==> config.mk <==
export PLATFORM = sky130hd
export DESIGN_NAME = controlUnit
export DESIGN_NICKNAME = d
export VERILOG_FILES = /design/src/hdl/controlPkg.sv /design/src/hdl/opDecoder.sv /design/src/hdl/condEvaluator.sv /design/src/hdl/controlWordRegister.sv /design/src/hdl/controlUnit.sv
export VERILOG_INCLUDE_DIRS = /design/src /design/src/hdl
export SDC_FILE = /design/constraint.sdc
export NUM_CORES = 1
export LEC_CHECK = 0
export ABC_AREA = 1
export BUFFER_PORTS_ARGS = -buffer_cell sky130_fd_sc_hd__clkbuf_2
export CAP_MARGIN = 20
export CORE_ASPECT_RATIO = 1.25
export CORE_UTILIZATION = 47
export DETAILED_ROUTE_END_ITERATION = 7
export GPL_ROUTABILITY_DRIVEN = 0
export HOLD_SLACK_MARGIN = 0.05
export PLACE_DENSITY = 0.8
export SLEW_MARGIN = 0
export SYNTH_ARGS = -nofsm -noshare
export SYNTH_HDL_FRONTEND = slang
export SYNTH_SLANG_ARGS = --single-unit
==> constraint.sdc <==
create_clock -name clock -period 1 [get_ports clock]
set_clock_uncertainty 0.15 [all_clocks]
set_input_delay 0 -clock clock [delete_from_list [all_inputs] [get_ports clock]]
set_output_delay 0 -clock clock [all_outputs]
set_load 0.02 [all_outputs]
==> src/hdl/controlUnit_defines.svh <==
`ifndef CONTROL_UNIT_DEFINES_SVH
`define CONTROL_UNIT_DEFINES_SVH

// Instruction classes
`define CLASS_NOP    3'd0
`define CLASS_ALU    3'd1
`define CLASS_CONST  3'd2
`define CLASS_MEM    3'd4
`define CLASS_BRANCH 3'd5
`define CLASS_JUMP   3'd6

// Field positions
`define CLASS_MSB 31
`define CLASS_LSB 29
`define FUNC_MSB  28
`define FUNC_LSB  24
`define COND_MSB  25
`define COND_LSB  22

// Sub-fields inside the classes
`define MEM_STORE_BIT  24
`define CONST_MSB      25
`define CONST_LSB      24
`define BR_MSB         28
`define BR_LSB         26
`define COND_JUMP_BIT  28

// Sub-codes
`define CONST_LOADLIT 2'd0
`define CONST_LCL     2'd1
`define CONST_LCH     2'd2
`define BR_BEQ        3'd1
`define BR_BNE        3'd2
`define JMP_JUMP      5'd0
`define JMP_JAL       5'd1
`define JMP_JR        5'd2

// Special ALU operations
`define ALU_OP_ADD   5'd0
`define ALU_OP_BEQ   5'd2
`define ALU_OP_BNE   5'd7
`define ALU_OP_JUMP  5'd10
`define ALU_OP_LCH   5'd11
`define ALU_OP_LCL   5'd12
`define ALU_OP_PASSB 5'd19
`define ALU_OP_PASSA 5'd21

// Write-back and extension selects
`define WB_ALU    2'd0
`define WB_MEM    2'd1
`define WB_RET    2'd2
`define SEXT_NONE 2'd0
`define SEXT_HIGH 2'd1
`define SEXT_LOW  2'd2

// Control word after reset, strobes are active low
`define RST_BRANCH    1'b0
`define RST_MEM_READ  1'b1
`define RST_MEM_WRITE 1'b1
`define RST_MEM_TO_REG 2'd0
`define RST_ALU_OP    5'd0
`define RST_ALU_SRC   1'b0
`define RST_REG_WRITE 1'b0
`define RST_REG_B     1'b0
`define RST_JUMP_REG  1'b0
`define RST_SIGN_EXT  2'd0

`endif

==> src/hdl/controlPkg.sv <==
`default_nettype none

package controlPkg;

	// Full instruction word as fetched
	typedef logic [31:0] instrWordT;

	// Instruction class, bits 31..29
	typedef logic [2:0] classCodeT;

	// Function field, bits 28..24
	typedef logic [4:0] funcCodeT;

	// ALU operation select
	typedef logic [4:0] aluOpT;

	// Write-back source: ALU, memory or return address
	typedef logic [1:0] memToRegT;

	// Constant extension: none, high half or low half
	typedef logic [1:0] signExtT;

	// Conditional jump condition, bits 25..22
	typedef logic [3:0] condCodeT;

endpackage

`default_nettype wire

==> src/hdl/opDecoder.sv <==
`default_nettype none
`timescale 1ns/1ps
`include "controlUnit_defines.svh"

module opDecoder (
	input  controlPkg::instrWordT instruction,
	output logic                  known,
	output logic                  isCondJump,
	output logic                  branch,
	output logic                  memRead,
	output logic                  memWrite,
	output controlPkg::memToRegT  memToReg,
	output controlPkg::aluOpT     aluOp,
	output logic                  aluSrc,
	output logic                  regWrite,
	output logic                  registerB,
	output logic                  jumpRegister,
	output controlPkg::signExtT   opcodeSignExtend
);

	import controlPkg::*;

	classCodeT classCode;
	funcCodeT  funcCode;

	assign classCode = instruction[`CLASS_MSB:`CLASS_LSB];
	assign funcCode  = instruction[`FUNC_MSB:`FUNC_LSB];

	always_comb begin
		// Idle word, only the differing fields are set below
		known            = 1'b0;
		isCondJump       = 1'b0;
		branch           = 1'b0;
		memRead          = 1'b1;
		memWrite         = 1'b1;
		memToReg         = `WB_ALU;
		aluOp            = `ALU_OP_ADD;
		aluSrc           = 1'b0;
		regWrite         = 1'b0;
		registerB        = 1'b0;
		jumpRegister     = 1'b0;
		opcodeSignExtend = `SEXT_NONE;

		case (classCode)
			`CLASS_NOP: begin
				known = 1'b1;
			end
			`CLASS_ALU: begin
				// Codes 2, 7 and 10..15 have no ALU operation
				known    = !(funcCode inside {5'd2, 5'd7, [5'd10:5'd15]});
				aluOp    = funcCode;
				regWrite = 1'b1;
			end
			`CLASS_MEM: begin
				known  = 1'b1;
				aluSrc = 1'b1;
				if (instruction[`MEM_STORE_BIT]) begin
					memWrite  = 1'b0;
					registerB = 1'b1;
				end else begin
					memRead  = 1'b0;
					memToReg = `WB_MEM;
					regWrite = 1'b1;
				end
			end
			`CLASS_CONST: begin
				aluSrc   = 1'b1;
				regWrite = 1'b1;
				case (instruction[`CONST_MSB:`CONST_LSB])
					`CONST_LOADLIT: begin
						known = 1'b1;
						aluOp = `ALU_OP_PASSB;
					end
					`CONST_LCH: begin
						known            = 1'b1;
						aluOp            = `ALU_OP_LCH;
						opcodeSignExtend = `SEXT_HIGH;
					end
					`CONST_LCL: begin
						known            = 1'b1;
						aluOp            = `ALU_OP_LCL;
						opcodeSignExtend = `SEXT_LOW;
					end
					default: known = 1'b0;
				endcase
			end
			`CLASS_BRANCH: begin
				branch    = 1'b1;
				registerB = 1'b1;
				case (instruction[`BR_MSB:`BR_LSB])
					`BR_BEQ: begin
						known = 1'b1;
						aluOp = `ALU_OP_BEQ;
					end
					`BR_BNE: begin
						known = 1'b1;
						aluOp = `ALU_OP_BNE;
					end
					default: known = 1'b0;
				endcase
			end
			`CLASS_JUMP: begin
				branch = 1'b1;
				if (instruction[`COND_JUMP_BIT]) begin
					// Branch gets replaced by the evaluated condition
					isCondJump = 1'b1;
					aluOp      = `ALU_OP_JUMP;
				end else begin
					case (funcCode)
						`JMP_JUMP: begin
							known  = 1'b1;
							aluSrc = 1'b1;
							aluOp  = `ALU_OP_JUMP;
						end
						`JMP_JAL: begin
							known    = 1'b1;
							memToReg = `WB_RET;
							regWrite = 1'b1;
						end
						`JMP_JR: begin
							known        = 1'b1;
							aluOp        = `ALU_OP_PASSA;
							jumpRegister = 1'b1;
						end
						default: known = 1'b0;
					endcase
				end
			end
			default: known = 1'b0;
		endcase
	end

endmodule

`default_nettype wire

==> src/hdl/condEvaluator.sv <==
`default_nettype none
`timescale 1ns/1ps

module condEvaluator (
	input  controlPkg::condCodeT condCode,
	input  logic                 zero,
	input  logic                 overflow,
	input  logic                 carry,
	input  logic                 neg,
	output logic                 condKnown,
	output logic                 condTaken
);

	import controlPkg::*;

	always_comb begin
		condKnown = 1'b1;
		case (condCode)
			// Jump if true
			4'd0: condTaken = zero;
			4'd1: condTaken = overflow;
			4'd2: condTaken = neg;
			4'd3: condTaken = neg | zero;
			4'd4: condTaken = carry;
			// Jump if false
			4'd5: condTaken = ~zero;
			4'd6: condTaken = ~overflow;
			4'd7: condTaken = ~neg;
			// Taken unless both flags set
			4'd8: condTaken = ~(neg & zero);
			4'd9: condTaken = ~carry;
			default: begin
				condKnown = 1'b0;
				condTaken = 1'b0;
			end
		endcase
	end

endmodule

`default_nettype wire

==> src/hdl/controlWordRegister.sv <==
`default_nettype none
`timescale 1ns/1ps
`include "controlUnit_defines.svh"

module controlWordRegister (
	input  logic                 clock,
	input  logic                 arstN,
	input  logic                 known,
	input  logic                 isCondJump,
	input  logic                 condKnown,
	input  logic                 condTaken,
	input  logic                 candBranch,
	input  logic                 candMemRead,
	input  logic                 candMemWrite,
	input  controlPkg::memToRegT candMemToReg,
	input  controlPkg::aluOpT    candAluOp,
	input  logic                 candAluSrc,
	input  logic                 candRegWrite,
	input  logic                 candRegisterB,
	input  logic                 candJumpRegister,
	input  controlPkg::signExtT  candSignExtend,
	output logic                 branch,
	output logic                 memRead,
	output logic                 memWrite,
	output controlPkg::memToRegT memToReg,
	output controlPkg::aluOpT    aluOp,
	output logic                 aluSrc,
	output logic                 regWrite,
	output logic                 registerB,
	output logic                 jumpRegister,
	output logic                 updateB,
	output controlPkg::signExtT  opcodeSignExtend
);

	import controlPkg::*;

	logic accept;
	logic nextBranch;

	assign accept     = known | (isCondJump & condKnown);
	assign nextBranch = isCondJump ? condTaken : candBranch;

	always_ff @(posedge clock or negedge arstN) begin
		if (!arstN) begin
			branch           <= `RST_BRANCH;
			memRead          <= `RST_MEM_READ;
			memWrite         <= `RST_MEM_WRITE;
			memToReg         <= `RST_MEM_TO_REG;
			aluOp            <= `RST_ALU_OP;
			aluSrc           <= `RST_ALU_SRC;
			regWrite         <= `RST_REG_WRITE;
			registerB        <= `RST_REG_B;
			jumpRegister     <= `RST_JUMP_REG;
			opcodeSignExtend <= `RST_SIGN_EXT;
			updateB          <= 1'b0;
		end else if (accept) begin
			branch           <= nextBranch;
			memRead          <= candMemRead;
			memWrite         <= candMemWrite;
			memToReg         <= candMemToReg;
			aluOp            <= candAluOp;
			aluSrc           <= candAluSrc;
			regWrite         <= candRegWrite;
			registerB        <= candRegisterB;
			jumpRegister     <= candJumpRegister;
			opcodeSignExtend <= candSignExtend;
			// One toggle per accepted instruction
			updateB          <= ~updateB;
		end
	end

endmodule

`default_nettype wire

==> src/hdl/controlUnit.sv <==
`default_nettype none
`timescale 1ns/1ps
`include "controlUnit_defines.svh"

module controlUnit (
	input  logic                  clock,
	input  logic                  arstN,
	input  controlPkg::instrWordT instruction,
	input  logic                  zero,
	input  logic                  overflow,
	input  logic                  carry,
	input  logic                  neg,
	output logic                  branch,
	output logic                  memRead,
	output logic                  memWrite,
	output controlPkg::memToRegT  memToReg,
	output controlPkg::aluOpT     aluOp,
	output logic                  aluSrc,
	output logic                  regWrite,
	output logic                  registerB,
	output logic                  jumpRegister,
	output logic                  updateB,
	output controlPkg::signExtT   opcodeSignExtend
);

	import controlPkg::*;

	logic     known;
	logic     isCondJump;
	logic     condKnown;
	logic     condTaken;
	logic     candBranch;
	logic     candMemRead;
	logic     candMemWrite;
	memToRegT candMemToReg;
	aluOpT    candAluOp;
	logic     candAluSrc;
	logic     candRegWrite;
	logic     candRegisterB;
	logic     candJumpRegister;
	signExtT  candSignExtend;

	opDecoder decoder (
		.instruction      (instruction),
		.known            (known),
		.isCondJump       (isCondJump),
		.branch           (candBranch),
		.memRead          (candMemRead),
		.memWrite         (candMemWrite),
		.memToReg         (candMemToReg),
		.aluOp            (candAluOp),
		.aluSrc           (candAluSrc),
		.regWrite         (candRegWrite),
		.registerB        (candRegisterB),
		.jumpRegister     (candJumpRegister),
		.opcodeSignExtend (candSignExtend)
	);

	// Condition field is only meaningful for conditional jumps
	condEvaluator evaluator (
		.condCode  (instruction[`COND_MSB:`COND_LSB]),
		.zero      (zero),
		.overflow  (overflow),
		.carry     (carry),
		.neg       (neg),
		.condKnown (condKnown),
		.condTaken (condTaken)
	);

	controlWordRegister wordReg (
		.clock            (clock),
		.arstN            (arstN),
		.known            (known),
		.isCondJump       (isCondJump),
		.condKnown        (condKnown),
		.condTaken        (condTaken),
		.candBranch       (candBranch),
		.candMemRead      (candMemRead),
		.candMemWrite     (candMemWrite),
		.candMemToReg     (candMemToReg),
		.candAluOp        (candAluOp),
		.candAluSrc       (candAluSrc),
		.candRegWrite     (candRegWrite),
		.candRegisterB    (candRegisterB),
		.candJumpRegister (candJumpRegister),
		.candSignExtend   (candSignExtend),
		.branch           (branch),
		.memRead          (memRead),
		.memWrite         (memWrite),
		.memToReg         (memToReg),
		.aluOp            (aluOp),
		.aluSrc           (aluSrc),
		.regWrite         (regWrite),
		.registerB        (registerB),
		.jumpRegister     (jumpRegister),
		.updateB          (updateB),
		.opcodeSignExtend (opcodeSignExtend)
	);

endmodule

`default_nettype wire

Word level (Yosys, flattened, before mapping)
Cells that the tools add are included.
Widths: inputs -> output; s select.

word-level totals
  bits in writable memories = 0
  register bits = 17
  latch bits = 0
  input bits = 38
  memories = 0
  output and inout port bits = 17
  bits in read-only memories = 0

operators by class
  $add $sub $neg = 0
  shift operators = 0
  reductions and logical operators = 15
  bitwise gates (word level) = 10
  equality and inequality tests = 21
  $lt $le $gt $ge = 2
  muxes and demuxes = 36
  div/mod/pow operators = 0
  $mul = 0

operators by type and width
  kind                count
  $mux 1              21
  $pmux 5 s4          1
  $eq 4x3->1 const B  4
  $pmux 5 s3          1
  $pmux 1 s10         1
  $pmux 5 s2          1
  $reduce_or 10->1    1
  $reduce_or 2->1     5
  $eq 3x3->1 const B  3
  $eq 4x2->1 const B  2
  $eq 4x4->1 const B  2
  $pmux 2 s2          2
  $eq 3x1->1 const B  2
  $eq 3x2->1 const B  2
  $mux 2              3
  $not 1->1           6
  $pmux 3 s2          1
  $reduce_or 3->1     2
  $eq 5x1->1 const B  1
  $eq 5x2->1 const B  1
  $eq 5x3->1 const B  1
  $ge 5x4->1 const B  1
  $le 5x4->1 const B  1
  $logic_not 5->1     1
  15 further kinds    18

Depth between registers and ports, before layout
Gate-level depths: netlist of run 1.

  depth in word-level cells = 6
  mapped depth = 11

Modules after synthesis
From an unflattened synthesis of run 1, not the netlist that was laid out.

unflattened totals
  cells, all modules = 203
  area total of the unflattened synthesis = 1,350.0 um^2

modules (own cells, without submodules)
  module               area each (um^2)  cells each  instances
  controlWordRegister  742.0             79          1
  opDecoder            450.4             88          1
  condEvaluator        157.7             36          1

Worst setup path before layout of run 1
OpenSTA, ideal clock, no wires.

  path type = input -> register
  from = in instruction[24]
  to = reg wordReg.aluOp[1]
  data required time = 733 ps
  data arrival time = 1,145 ps
  stages on the path = 9
  path buffers = 1
  path slack = -412 ps
  library setup time = 117 ps
  cells stage by stage = inv_1 > ha_1 > inv_1 > nor2_1 > o31ai_4 > nand3_4 > buf_6 > nand2_1 > nand2_1

on the way
  longest elaborated chain between the ends = 6
  elaborated cells on any way between the ends = 36
  classes of those cells = 2 x order compare; 14 x eq/ne; 9 x mux; 2 x bitwise; 9 x reduce/logical

RTL lines
  what                                                         RTL line                           source
  from (decl)                                                  controlUnit.sv:8                   input controlPkg::instrWordT instruction,
  $ge 5x4->1 (tied with other cells)                           opDecoder.sv:50                    known = !(funcCode inside {5'd2, 5'd7, [5'd10:5'd15]});
  $logic_and 1x1->1 / $reduce_or 3->1 (equally long branches)  n/a
  $reduce_bool 3->1 / $mux 1 (equally long branches)           opDecoder.sv:50, opDecoder.sv:109
  $logic_not 1->1 / $mux 1 (equally long branches)             opDecoder.sv:50, opDecoder.sv:104
  $pmux 1 s5                                                   opDecoder.sv:44                    case (classCode)
  $or 1x1->1                                                   controlWordRegister.sv:40          assign accept = known | (isCondJump & condKnown);
  to (signal assigned)                                         controlWordRegister.sv:49          aluOp <= `RST_ALU_OP;
  to (signal assigned)                                         controlWordRegister.sv:61          aluOp <= candAluOp;
  to (decl)                                                    controlWordRegister.sv:26          output controlPkg::aluOpT aluOp,

Several ways; a longest one is shown, not always the timed one.
A chain may end at the register's enable or synchronous reset.

Worst setup path in the final report of run 1
  from = in instruction[26]
  to = reg wordReg.aluSrc

on the way
  longest elaborated chain between the ends = 6
  elaborated cells on any way between the ends = 21
  classes of those cells = 2 x order compare; 5 x eq/ne; 7 x mux; 1 x bitwise; 6 x reduce/logical

RTL lines
  what                                                         RTL line                           source
  $ge 5x4->1 (tied with other cells)                           opDecoder.sv:50
  $logic_and 1x1->1 / $reduce_or 3->1 (equally long branches)  n/a
  $reduce_bool 3->1 / $mux 1 (equally long branches)           opDecoder.sv:50, opDecoder.sv:109
  $logic_not 1->1 / $mux 1 (equally long branches)             opDecoder.sv:50, opDecoder.sv:104
  $pmux 1 s5                                                   opDecoder.sv:44
  $or 1x1->1                                                   controlWordRegister.sv:40
  to (signal assigned)                                         controlWordRegister.sv:50          aluSrc <= `RST_ALU_SRC;
  to (signal assigned)                                         controlWordRegister.sv:62          aluSrc <= candAluSrc;
  to (decl)                                                    controlWordRegister.sv:27          output logic aluSrc,

Several ways; a longest one is shown, not always the timed one.

==> results of run 1 <==
## worst max-delay path by stage
stage | from | endpoint | slack [ns] | cells after the start
after floorplan | instruction[25] | wordReg.aluOp[1] | -0.31 | 7
after global placement | instruction[25] | wordReg.branch | -0.49 | 11
after detailed placement | instruction[25] | wordReg.branch | -0.53 | 11
after CTS | wordReg.memRead | memRead | -0.12 | 1
after global routing | instruction[26] | wordReg.aluSrc | -0.28 | 10
final | instruction[26] | wordReg.aluSrc | -0.25 | 10
## timing repair
item | CTS | global route
endpoints found under the setup margin | 20 | 33
hold buffers | 1 | 0
cloned | 3 | 0
gates resized for setup | 48 | 65
setup buffers | 7 | 10
pin swaps | 33 | 21
endpoints found under the hold margin | 17 | 0
## cell usage in the layout, fill, tap and decap left out, types with 2 or more instances in the layout
| cell type | n |
|---|---|
| clkbuf_16 | 2 |
| nand2_1 | 45 |
| buf_4 | 51 |
| nand3_4 | 5 |
| dfrtp_1 | 15 |
| nor3_1 | 2 |
| nand3_2 | 2 |
| nor2_1 | 5 |
| a21oi_1 | 2 |
| nand3_1 | 13 |
| o211ai_1 | 2 |
| nand2_4 | 2 |
| clkbuf_4 | 4 |
| buf_6 | 19 |
| nand4_1 | 19 |
| clkbuf_2 | 13 |
| dfstp_2 | 2 |
| buf_2 | 3 |
| buf_8 | 3 |
| ha_4 | 5 |
| nor2_2 | 4 |
| inv_2 | 2 |
| inv_1 | 17 |
| nand2_2 | 16 |
| o21ai_0 | 2 |
| nor2_4 | 5 |
## logic make-up (layout without fill, tap and decap cells)
family / count (synthesis) / count (layout) / synth area share
flops: 17 / 17 / 0.330
fa+ha+maj: 6 / 6 / 0.0580
buf+inv: 27 / 121 / 0.0889
simple gates: 119 / 120 / 0.456
compound gates: 12 / 12 / 0.0667
## routing by layer
layer | track usage | share of wire
met3 | 0.0201 | 0.079
met2 | 0.653 | 0.51
met4 | 0.143 | 0.089
met1 | 0.364 | 0.32
met5 | 0 | 0
## power by group through the flow
stage | sequential [µW] | combinational [µW] | clock [µW]
floorplan | 920 | 271 | 0
global placement | 829 | 644 | 0
detailed placement | 830 | 655 | 0
CTS | 814 | 805 | 356
global route | 833 | 1090 | 404
finish | 830 | 1030 | 370
## cell type report
class	instances	area, µm²	area share
Clock buffer	3	22.5	0.00952
Clock inverter	1	5.00	0.00212
Inverter	23	105	0.0444
Tap cell	33	41.3	0.0175
Timing Repair Buffer	94	810	0.342
Multi-Input combinational cell	138	955	0.403
Sequential cell	17	428	0.181
## registers in the layout (all words and copies together), names as in the netlist
| name | count |
|---|---|
| wordReg.aluOp | 5 |
| wordReg.aluSrc | 1 |
| wordReg.branch | 1 |
| wordReg.jumpRegister | 1 |
| wordReg.memRead | 1 |
| wordReg.memToReg | 2 |
| wordReg.memWrite | 1 |
| wordReg.opcodeSignExtend | 2 |
| wordReg.regWrite | 1 |
| wordReg.registerB | 1 |
| wordReg.updateB | 1 |
## through the flow
stage | cells | TNS (ns) | power, µW | hold WS [ns] | setup slack, ns
floorplan | 181 | -4.89 | 1190 | -0.446 | -0.313
global placement | 284 | -7.81 | 1470 | -0.213 | -0.490
detailed placement | 284 | -8.37 | 1480 | -0.209 | -0.526
CTS | 299 | -1.28 | 1970 | 0.0290 | -0.125
global route | 309 | -3.98 | 2320 | 0.0341 | -0.283
finish | 309 | -3.51 | 2230 | 0.00326 | -0.251
## worst max-delay path, cell delays in order
cell      delay (ns)
clkbuf_4        0.17
nor2_4          0.23
nand2_2         0.12
nor2_2          0.15
nand2_2         0.10
nand2_4         0.09
nor2_8          0.06
buf_6           0.13
nand4_1         0.13
nand2_1         0.08
==> results.yml, run 1 <==
detailed_routing:
  drtAntennaViolNets: 0
  firstDrtPassIters: 8
  drt-wirelength-per-cell_um: 19.1
  drc: 2
  routed_via_density: 6.07
  drt_iter0_drc: 177
  route.final.wire_length_um: 5900
  num_vias: 1875
yosys:
  synthDominantCellAreaShare: 0.290
  number_of_storage_elements_in_the_synthesis_netlist: 17
  synth_cell_area_um2: 1290
  synth_top_cell_by_area: "dfrtp_1"
  syn_nets: 225
  ys_async_sr_fraction: 1.00
  synth_flop_cell: "dfrtp_1"
  synth.area.top_cells: "dfrtp_1 29%, nand2_1 17%, nand4_1 9.2%, inv_1 6.4%, nand3_1 6.2%"
  postSynthAreaPerCell_um2: 7.15
  yosys_warnings: 0
  synthDistinctLibCells: 26
  synth-seq-area-share: 0.330
  post_synth_inst_count: 181
  synth_commonest_cells: "59 x nand2_1, 22 x inv_1, 19 x nand4_1"
  synth_edf_count: 0
  synthMostInstantiatedCell: "nand2_1"
global_route:
  first_global_vias: 1652
  first_pass_grt_wire_length_um: 7460
  grt_start_max_net_pins: 18
  grt_antenna_before_repair: 0
  total_routing_usage_reported_by_global_routing: 0.328
  grt_overflow_total: 0
setup_path:
  worst-endpoint-required_ns: 1.02
  timing.critical_path.fanout_max: 7
  critPathArrivalTime_ns: 1.27
  ff2ff_path_depth: 3
  regToRegEndpoint: "wordReg.aluOp[0]"
  worst-setup-path-type: "in -> reg"
  r2r_setup_slack_ns: -0.02
  worstReg2RegStart: "wordReg.aluOp[0]"
  cp-end-kind: "register"
  critical_path_launch_point_type: "input pin"
floorplanning:
  floorplan.core_area_um2: 2530
  die-area_um2: 2970
  num_io_pins: 55
  die-width_um: 49.0
  fp-row-count: 20
  start_util: 0.512
  fp.dieH_um: 60.7
timing:
  achievable-frequency_mhz: 799
  worst_slack_ns: -0.251
  layout_min_cycle_time_ns: 1.25
  timing.final.max_slew_violations: 0
  rsz0062_at_grt: "yes"
  timing.slew.headroom: 0.725
  worst_pin_slew_ns: 0.412
  timing_hold_violations_final: 0
  timing.final.setup_violations: 20
  min_period_over_period: 1.25
cells_and_area:
  antennaDiodeCount: 0
  finish.net_count: 321
  final_layout_size_suffix_gt1_frac: 0.540
  number_of_inserted_filler_cells_in_the_final_layout: 77
  syn2layout_area_growth_pct: 82.7
  finalInstanceArea_um2: 2370
  postLayoutCoreUtil: 0.936
clock_network:
  clkSinkCount: 17
  tritoncts.num_buffers: 3
  cts.clk_slew.worst_paths_ns: 0.11
  clk_latency_ns: 0.29
  cts_tree: "built"
  cts_max_path_buffers: 2
  ctsRootBufferMaster: "clkbuf_4"
  cts_htree_levels: 1
run_status:
  outcome: "finished with violations"
  failed_checks: "DRC, setup timing"
power:
  combPwrFrac: 0.463
  peakVddDrop_uv: 657
  power.share.switching: 0.376
  internal_power_uw: 1390
  cellLeakagePower_uw: 0.00125
  share_clk_of_total_power: 0.166
  seq_power_share: 0.371
  power_density_of_the_placed_cells_nw_per_um2: 944
  power.switching_uw: 839
placement:
  detailed_place_hpwl_um: 2770
  place.port_buffers: 32
  postPlaceCellArea_um2: 1830
job:
  timing.max_cap.violations: 0
min_path:
  holdCritPathClass: "in -> async"
No activity file was read; power rests on OpenSTA's default activity.
==> run 2: changes to the inputs <==
- CORE_MARGIN: unset -> 10
==> results.yml, run 2 (synthesized netlist as in run 1, its figures left out) <==
setup_path:
  worst-endpoint-required_ns: 1.04
  worst-setup-path-type: "in -> reg"
  cp-end-kind: "register"
  timing.critical_path.fanout_max: 5
  critical_path_launch_point_type: "input pin"
  r2r_setup_slack_ns: -0.10
  regToRegEndpoint: "wordReg.memRead"
  worstReg2RegStart: "wordReg.memRead"
  ff2ff_path_depth: 3
  critPathArrivalTime_ns: 1.24
clock_network:
  tritoncts.num_buffers: 3
  holdBufCountCts: 2
  cts_tree: "built"
  clk_latency_ns: 0.31
  cts.clk_slew.worst_paths_ns: 0.12
  cts_htree_levels: 1
  clkSinkCount: 17
  cts_max_path_buffers: 2
  ctsRootBufferMaster: "clkbuf_4"
power:
  power.switching_uw: 878
  power.share.switching: 0.379
  seq_power_share: 0.361
  power_density_of_the_placed_cells_nw_per_um2: 971
  cellLeakagePower_uw: 0.00127
  combPwrFrac: 0.459
  peakVddDrop_uv: 862
  share_clk_of_total_power: 0.180
  internal_power_uw: 1440
detailed_routing:
  drtAntennaViolNets: 0
  drc: 0
  route.final.wire_length_um: 5810
  firstDrtPassIters: 4
  routed_via_density: 5.73
  drt-wirelength-per-cell_um: 18.8
  drt_iter0_drc: 168
  num_vias: 1772
placement:
  detailed_place_hpwl_um: 3050
  dpl.cell_count: 282
  postPlaceCellArea_um2: 1820
  dp_worst_setup_slack_ns: -0.537
  place.port_buffers: 32
cells_and_area:
  number_of_standard_cells_in_the_layout_taps_in_and_fillers_out: 309
  finish.net_count: 320
  largest_reg_flops: 5
  layout_commonest_cell: "buf_4"
  finalInstanceArea_um2: 2390
  syn2layout_area_growth_pct: 84.5
  antennaDiodeCount: 0
  mostFrequentLayoutCells: "52 x buf_4, 45 x nand2_1, 19 x nand4_1"
  number_of_inserted_filler_cells_in_the_final_layout: 113
  final_layout_size_suffix_gt1_frac: 0.520
  top_register: "wordReg.aluOp"
  largestRegisters: "wordReg.aluOp (5), wordReg.memToReg (2), wordReg.opcodeSignExtend (2)"
timing:
  timing.slew.headroom: 0.716
  worst_pin_slew_ns: 0.426
  min_period_over_period: 1.20
  setup_tns_ns: -3.39
  worst_slack_ns: -0.197
  timing.final.max_slew_violations: 0
  timing.final.setup_violations: 33
  layout_min_cycle_time_ns: 1.20
  rsz0062_at_grt: "yes"
  fin_hold_ws_ns: -0.0280
  achievable-frequency_mhz: 835
  timing_hold_violations_final: 8
global_route:
  grt.met3_usage: 0.0256
  most_used_routing_layer_in_global_routing: "met2"
  first_global_vias: 1672
  grt_antenna_before_repair: 0
  grt_start_max_net_pins: 18
  first_pass_grt_wire_length_um: 7200
  total_routing_usage_reported_by_global_routing: 0.168
  groute.layer.met2.usage: 0.325
  gr-usage-met1: 0.163
  grt_overflow_total: 0
floorplanning:
  num_io_pins: 55
  die-area_um2: 5270
  start_util: 0.488
  fp-row-count: 21
  die-width_um: 67.0
  fp.dieH_um: 78.7
  floorplan.core_area_um2: 2650
job:
  timing.max_cap.violations: 0
run_status:
  failed_checks: "hold timing, setup timing"
  outcome: "finished with violations"
min_path:
  holdCritPathClass: "in -> async"
-- run 2: cell type report --
class / count / area, µm² / share of cell area
sequential: 17 / 428 / 0.179
inverter: 23 / 100 / 0.0419
clock buffer: 3 / 22.5 / 0.00942
multi-input combinational: 138 / 915 / 0.383
tap: 34 / 42.5 / 0.0178
clock inverter: 1 / 5.00 / 0.00209
timing repair buffer: 93 / 877 / 0.367
-- run 2: worst max path at each step --
stage	from	endpoint	slack, ns	cells past startpoint
3_5_place_dp	instruction[25]	wordReg.aluOp[2]	-0.54	11
2_1_floorplan	instruction[25]	wordReg.aluOp[1]	-0.31	7
5_1_grt	instruction[29]	wordReg.jumpRegister	-0.25	9
3_3_place_gp	instruction[24]	wordReg.regWrite	-0.48	9
6_report	instruction[24]	wordReg.jumpRegister	-0.20	10
4_1_cts	wordReg.memWrite	memWrite	-0.14	1
-- run 2: per-stage QoR --
stage,total power [µW],utilization
after floorplan,1190,-
final,2320,0.901
after global routing,2400,0.901
after detailed placement,1500,0.686
after global placement,1480,0.686
after CTS,1990,0.785
-- run 2: timing repair --
action,4_1_cts,5_1_grt
pin swaps,11,22
endpoints found under the setup margin,21,34
resized for setup,33,68
hold endpoints to repair,19,9
buffers inserted,6,10
cloned,2,3
-- run 2: power groups by stage --
stage	Clock [µW]	Sequential (µW)	Combinational (µW)
3_5_place_dp	0	830	666
2_1_floorplan	0	920	271
6_report	417	838	1060
3_3_place_gp	0	825	655
4_1_cts	364	816	811
5_1_grt	429	840	1130
-- run 2: critical path, cell delays in order --
cell and delay (ns):
clkbuf_16 0.14, buf_4 0.13, ha_2 0.18, o21ai_2 0.19, nand2_2 0.11, nand2_4 0.11
nor2_8 0.06, buf_12 0.13, nand4_1 0.09, nand2_1 0.10
-- run 2: routing by layer --
metal  part of all wire  vias to the layer above
li1                   -                      792
met1               0.36                      831
met2               0.53                      118
met3              0.056                       31
met4              0.059                        0
met5                  0                        -
==> run 3: changes to the inputs <==
- CORE_ASPECT_RATIO: 1.25 -> unset
==> results.yml, run 3 (synthesized netlist as in run 1, its figures left out) <==
run_status:
  outcome: "finished with violations"
  failed_checks: "setup timing"
detailed_routing:
  drt_iter0_drc: 400
  route.final.wire_length_um: 7340
  drt-wirelength-per-cell_um: 23.4
  drc: 0
  drtAntennaViolNets: 0
  firstDrtPassIters: 8
  num_vias: 2046
  routed_via_density: 6.52
floorplanning:
  die-area_um2: 5250
  num_io_pins: 55
  die-width_um: 72.5
  fp.dieH_um: 72.5
  start_util: 0.509
  fp-row-count: 18
  floorplan.core_area_um2: 2540
cells_and_area:
  mostFrequentLayoutCells: "58 x buf_4, 44 x nand2_1, 19 x nand4_1"
  largest_reg_flops: 5
  number_of_standard_cells_in_the_layout_taps_in_and_fillers_out: 314
  layout_commonest_cell: "buf_4"
  number_of_inserted_filler_cells_in_the_final_layout: 58
  antennaDiodeCount: 0
  finish.net_count: 329
  postLayoutCoreUtil: 0.960
  multi_input_area_um2: 937
  largestRegisters: "wordReg.aluOp (5), wordReg.memToReg (2), wordReg.opcodeSignExtend (2)"
  top_register: "wordReg.aluOp"
  seq_area_um2: 428
  syn2layout_area_growth_pct: 88.6
  final_layout_size_suffix_gt1_frac: 0.556
timing:
  timing.final.max_slew_violations: 0
  worst_slack_ns: -0.255
  worst_pin_slew_ns: 0.456
  rsz0062_at_grt: "yes"
  fin_hold_ws_ns: 0.0114
  min_period_over_period: 1.26
  layout_min_cycle_time_ns: 1.26
  achievable-frequency_mhz: 797
  timing_hold_violations_final: 0
  timing.slew.headroom: 0.696
  timing.final.setup_violations: 34
power:
  combPwrFrac: 0.471
  power_density_of_the_placed_cells_nw_per_um2: 988
  peakVddDrop_uv: 1540
  share_clk_of_total_power: 0.178
  power.share.switching: 0.396
  internal_power_uw: 1460
  power.switching_uw: 956
  seq_power_share: 0.351
  report.power.total_uw: 2410
  cellLeakagePower_uw: 0.00130
setup_path:
  timing.critical_path.fanout_max: 7
  critical-path-top-delay-family: "simple AND/OR/NAND/NOR gates"
  worst-setup-path-type: "in -> reg"
  r2r_setup_slack_ns: -0.13
  worstPathCellList: "clkbuf_2 > inv_1 > nor2_2 > nand2_1 > nand2_1 > nand2_2 > nand2_4 > nor2_8 > buf_6 > nand3_4 > nand2_1 > nand2_1"
  ff2ff_path_depth: 3
  critical_path_buf_inv_count: 3
  regToRegEndpoint: "wordReg.memRead"
  critical_path_launch_point_type: "input pin"
  timing.critical_path.slowest_cell_delay_ns: 0.18
  crit_path_top_delay_cell: "nor2_8"
  critPathArrivalTime_ns: 1.33
  worst-endpoint-required_ns: 1.08
  worstReg2RegStart: "wordReg.memRead"
  cpMostUsedCell: "nand2_1"
  cp-end-kind: "register"
  cp-startpoint: "instruction[27]"
clock_network:
  cts.clk_slew.worst_paths_ns: 0.12
  tritoncts.num_buffers: 3
  clk_latency_ns: 0.32
  ctsRootBufferMaster: "clkbuf_4"
  holdBufCountCts: 1
  cts_max_path_buffers: 2
  cts_htree_levels: 1
  cts_tree: "built"
  clkSinkCount: 17
global_route:
  grt_start_max_net_pins: 18
  total_routing_usage_reported_by_global_routing: 0.203
  grt_antenna_before_repair: 0
  grt_overflow_total: 0
  first_pass_grt_wire_length_um: 8600
  first_global_vias: 1753
job:
  timing.max_cap.violations: 0
placement:
  dpl.cell_count: 283
  dp_worst_setup_slack_ns: -0.513
  place.port_buffers: 32
  detailed_place_hpwl_um: 3170
min_path:
  holdCritPathClass: "in -> async"
[run 3: how the worst max path moves through the flow]
stage                        end  cells after the start
2_1_floorplan   wordReg.aluOp[1]                      7
3_3_place_gp      wordReg.branch                     10
3_5_place_dp     wordReg.memRead                      9
4_1_cts                 memWrite                      1
5_1_grt        wordReg.registerB                     12
6_report       wordReg.registerB                     12
[run 3: what timing repair did]
action,in CTS,in global routing
gates cloned,3,0
endpoints found under the setup margin,25,34
pin swaps,32,17
setup buffers,12,12
hold endpoints to repair,20,16
resized for setup,52,58
[run 3: worst reg2reg max path: cells and delay by family, from the launching register on]
family	cells	cell delay (ns)
flops	1	0.59
simple gates	2	0.22
buf+inv	1	0.12
[run 3: cell type report]
cell class,count,area share
Clock buffer,3,0.00922
Clock inverter,1,0.00205
Inverter,23,0.0389
Multi-Input combinational cell,138,0.384
Sequential cell,17,0.175
Tap cell,30,0.0154
Timing Repair Buffer,102,0.376
[run 3: stage by stage]
step                setup TNS [ns]  cell area, µm²
floorplan                    -4.89            1330
global placement             -7.39            1850
detailed placement           -8.14            1850
CTS                          -2.02            2250
global route                 -4.97            2440
finish                       -4.06            2440
[run 3: layer usage]
layer | routed length (µm) | part of all wire | track usage
met1 | 2460 | 0.33 | 0.213
met2 | 3440 | 0.47 | 0.374
met3 | 771 | 0.11 | 0.0395
met4 | 675 | 0.092 | 0.0992
met5 | 0 | 0 | 0
[run 3: power groups by stage]
stage          clock network (µW)  logic, µW  registers (µW)
2_1_floorplan                   0        271             920
3_3_place_gp                    0        672             826
3_5_place_dp                    0        690             831
4_1_cts                       370        925             817
5_1_grt                       440       1180             850
6_report                      429       1140             847
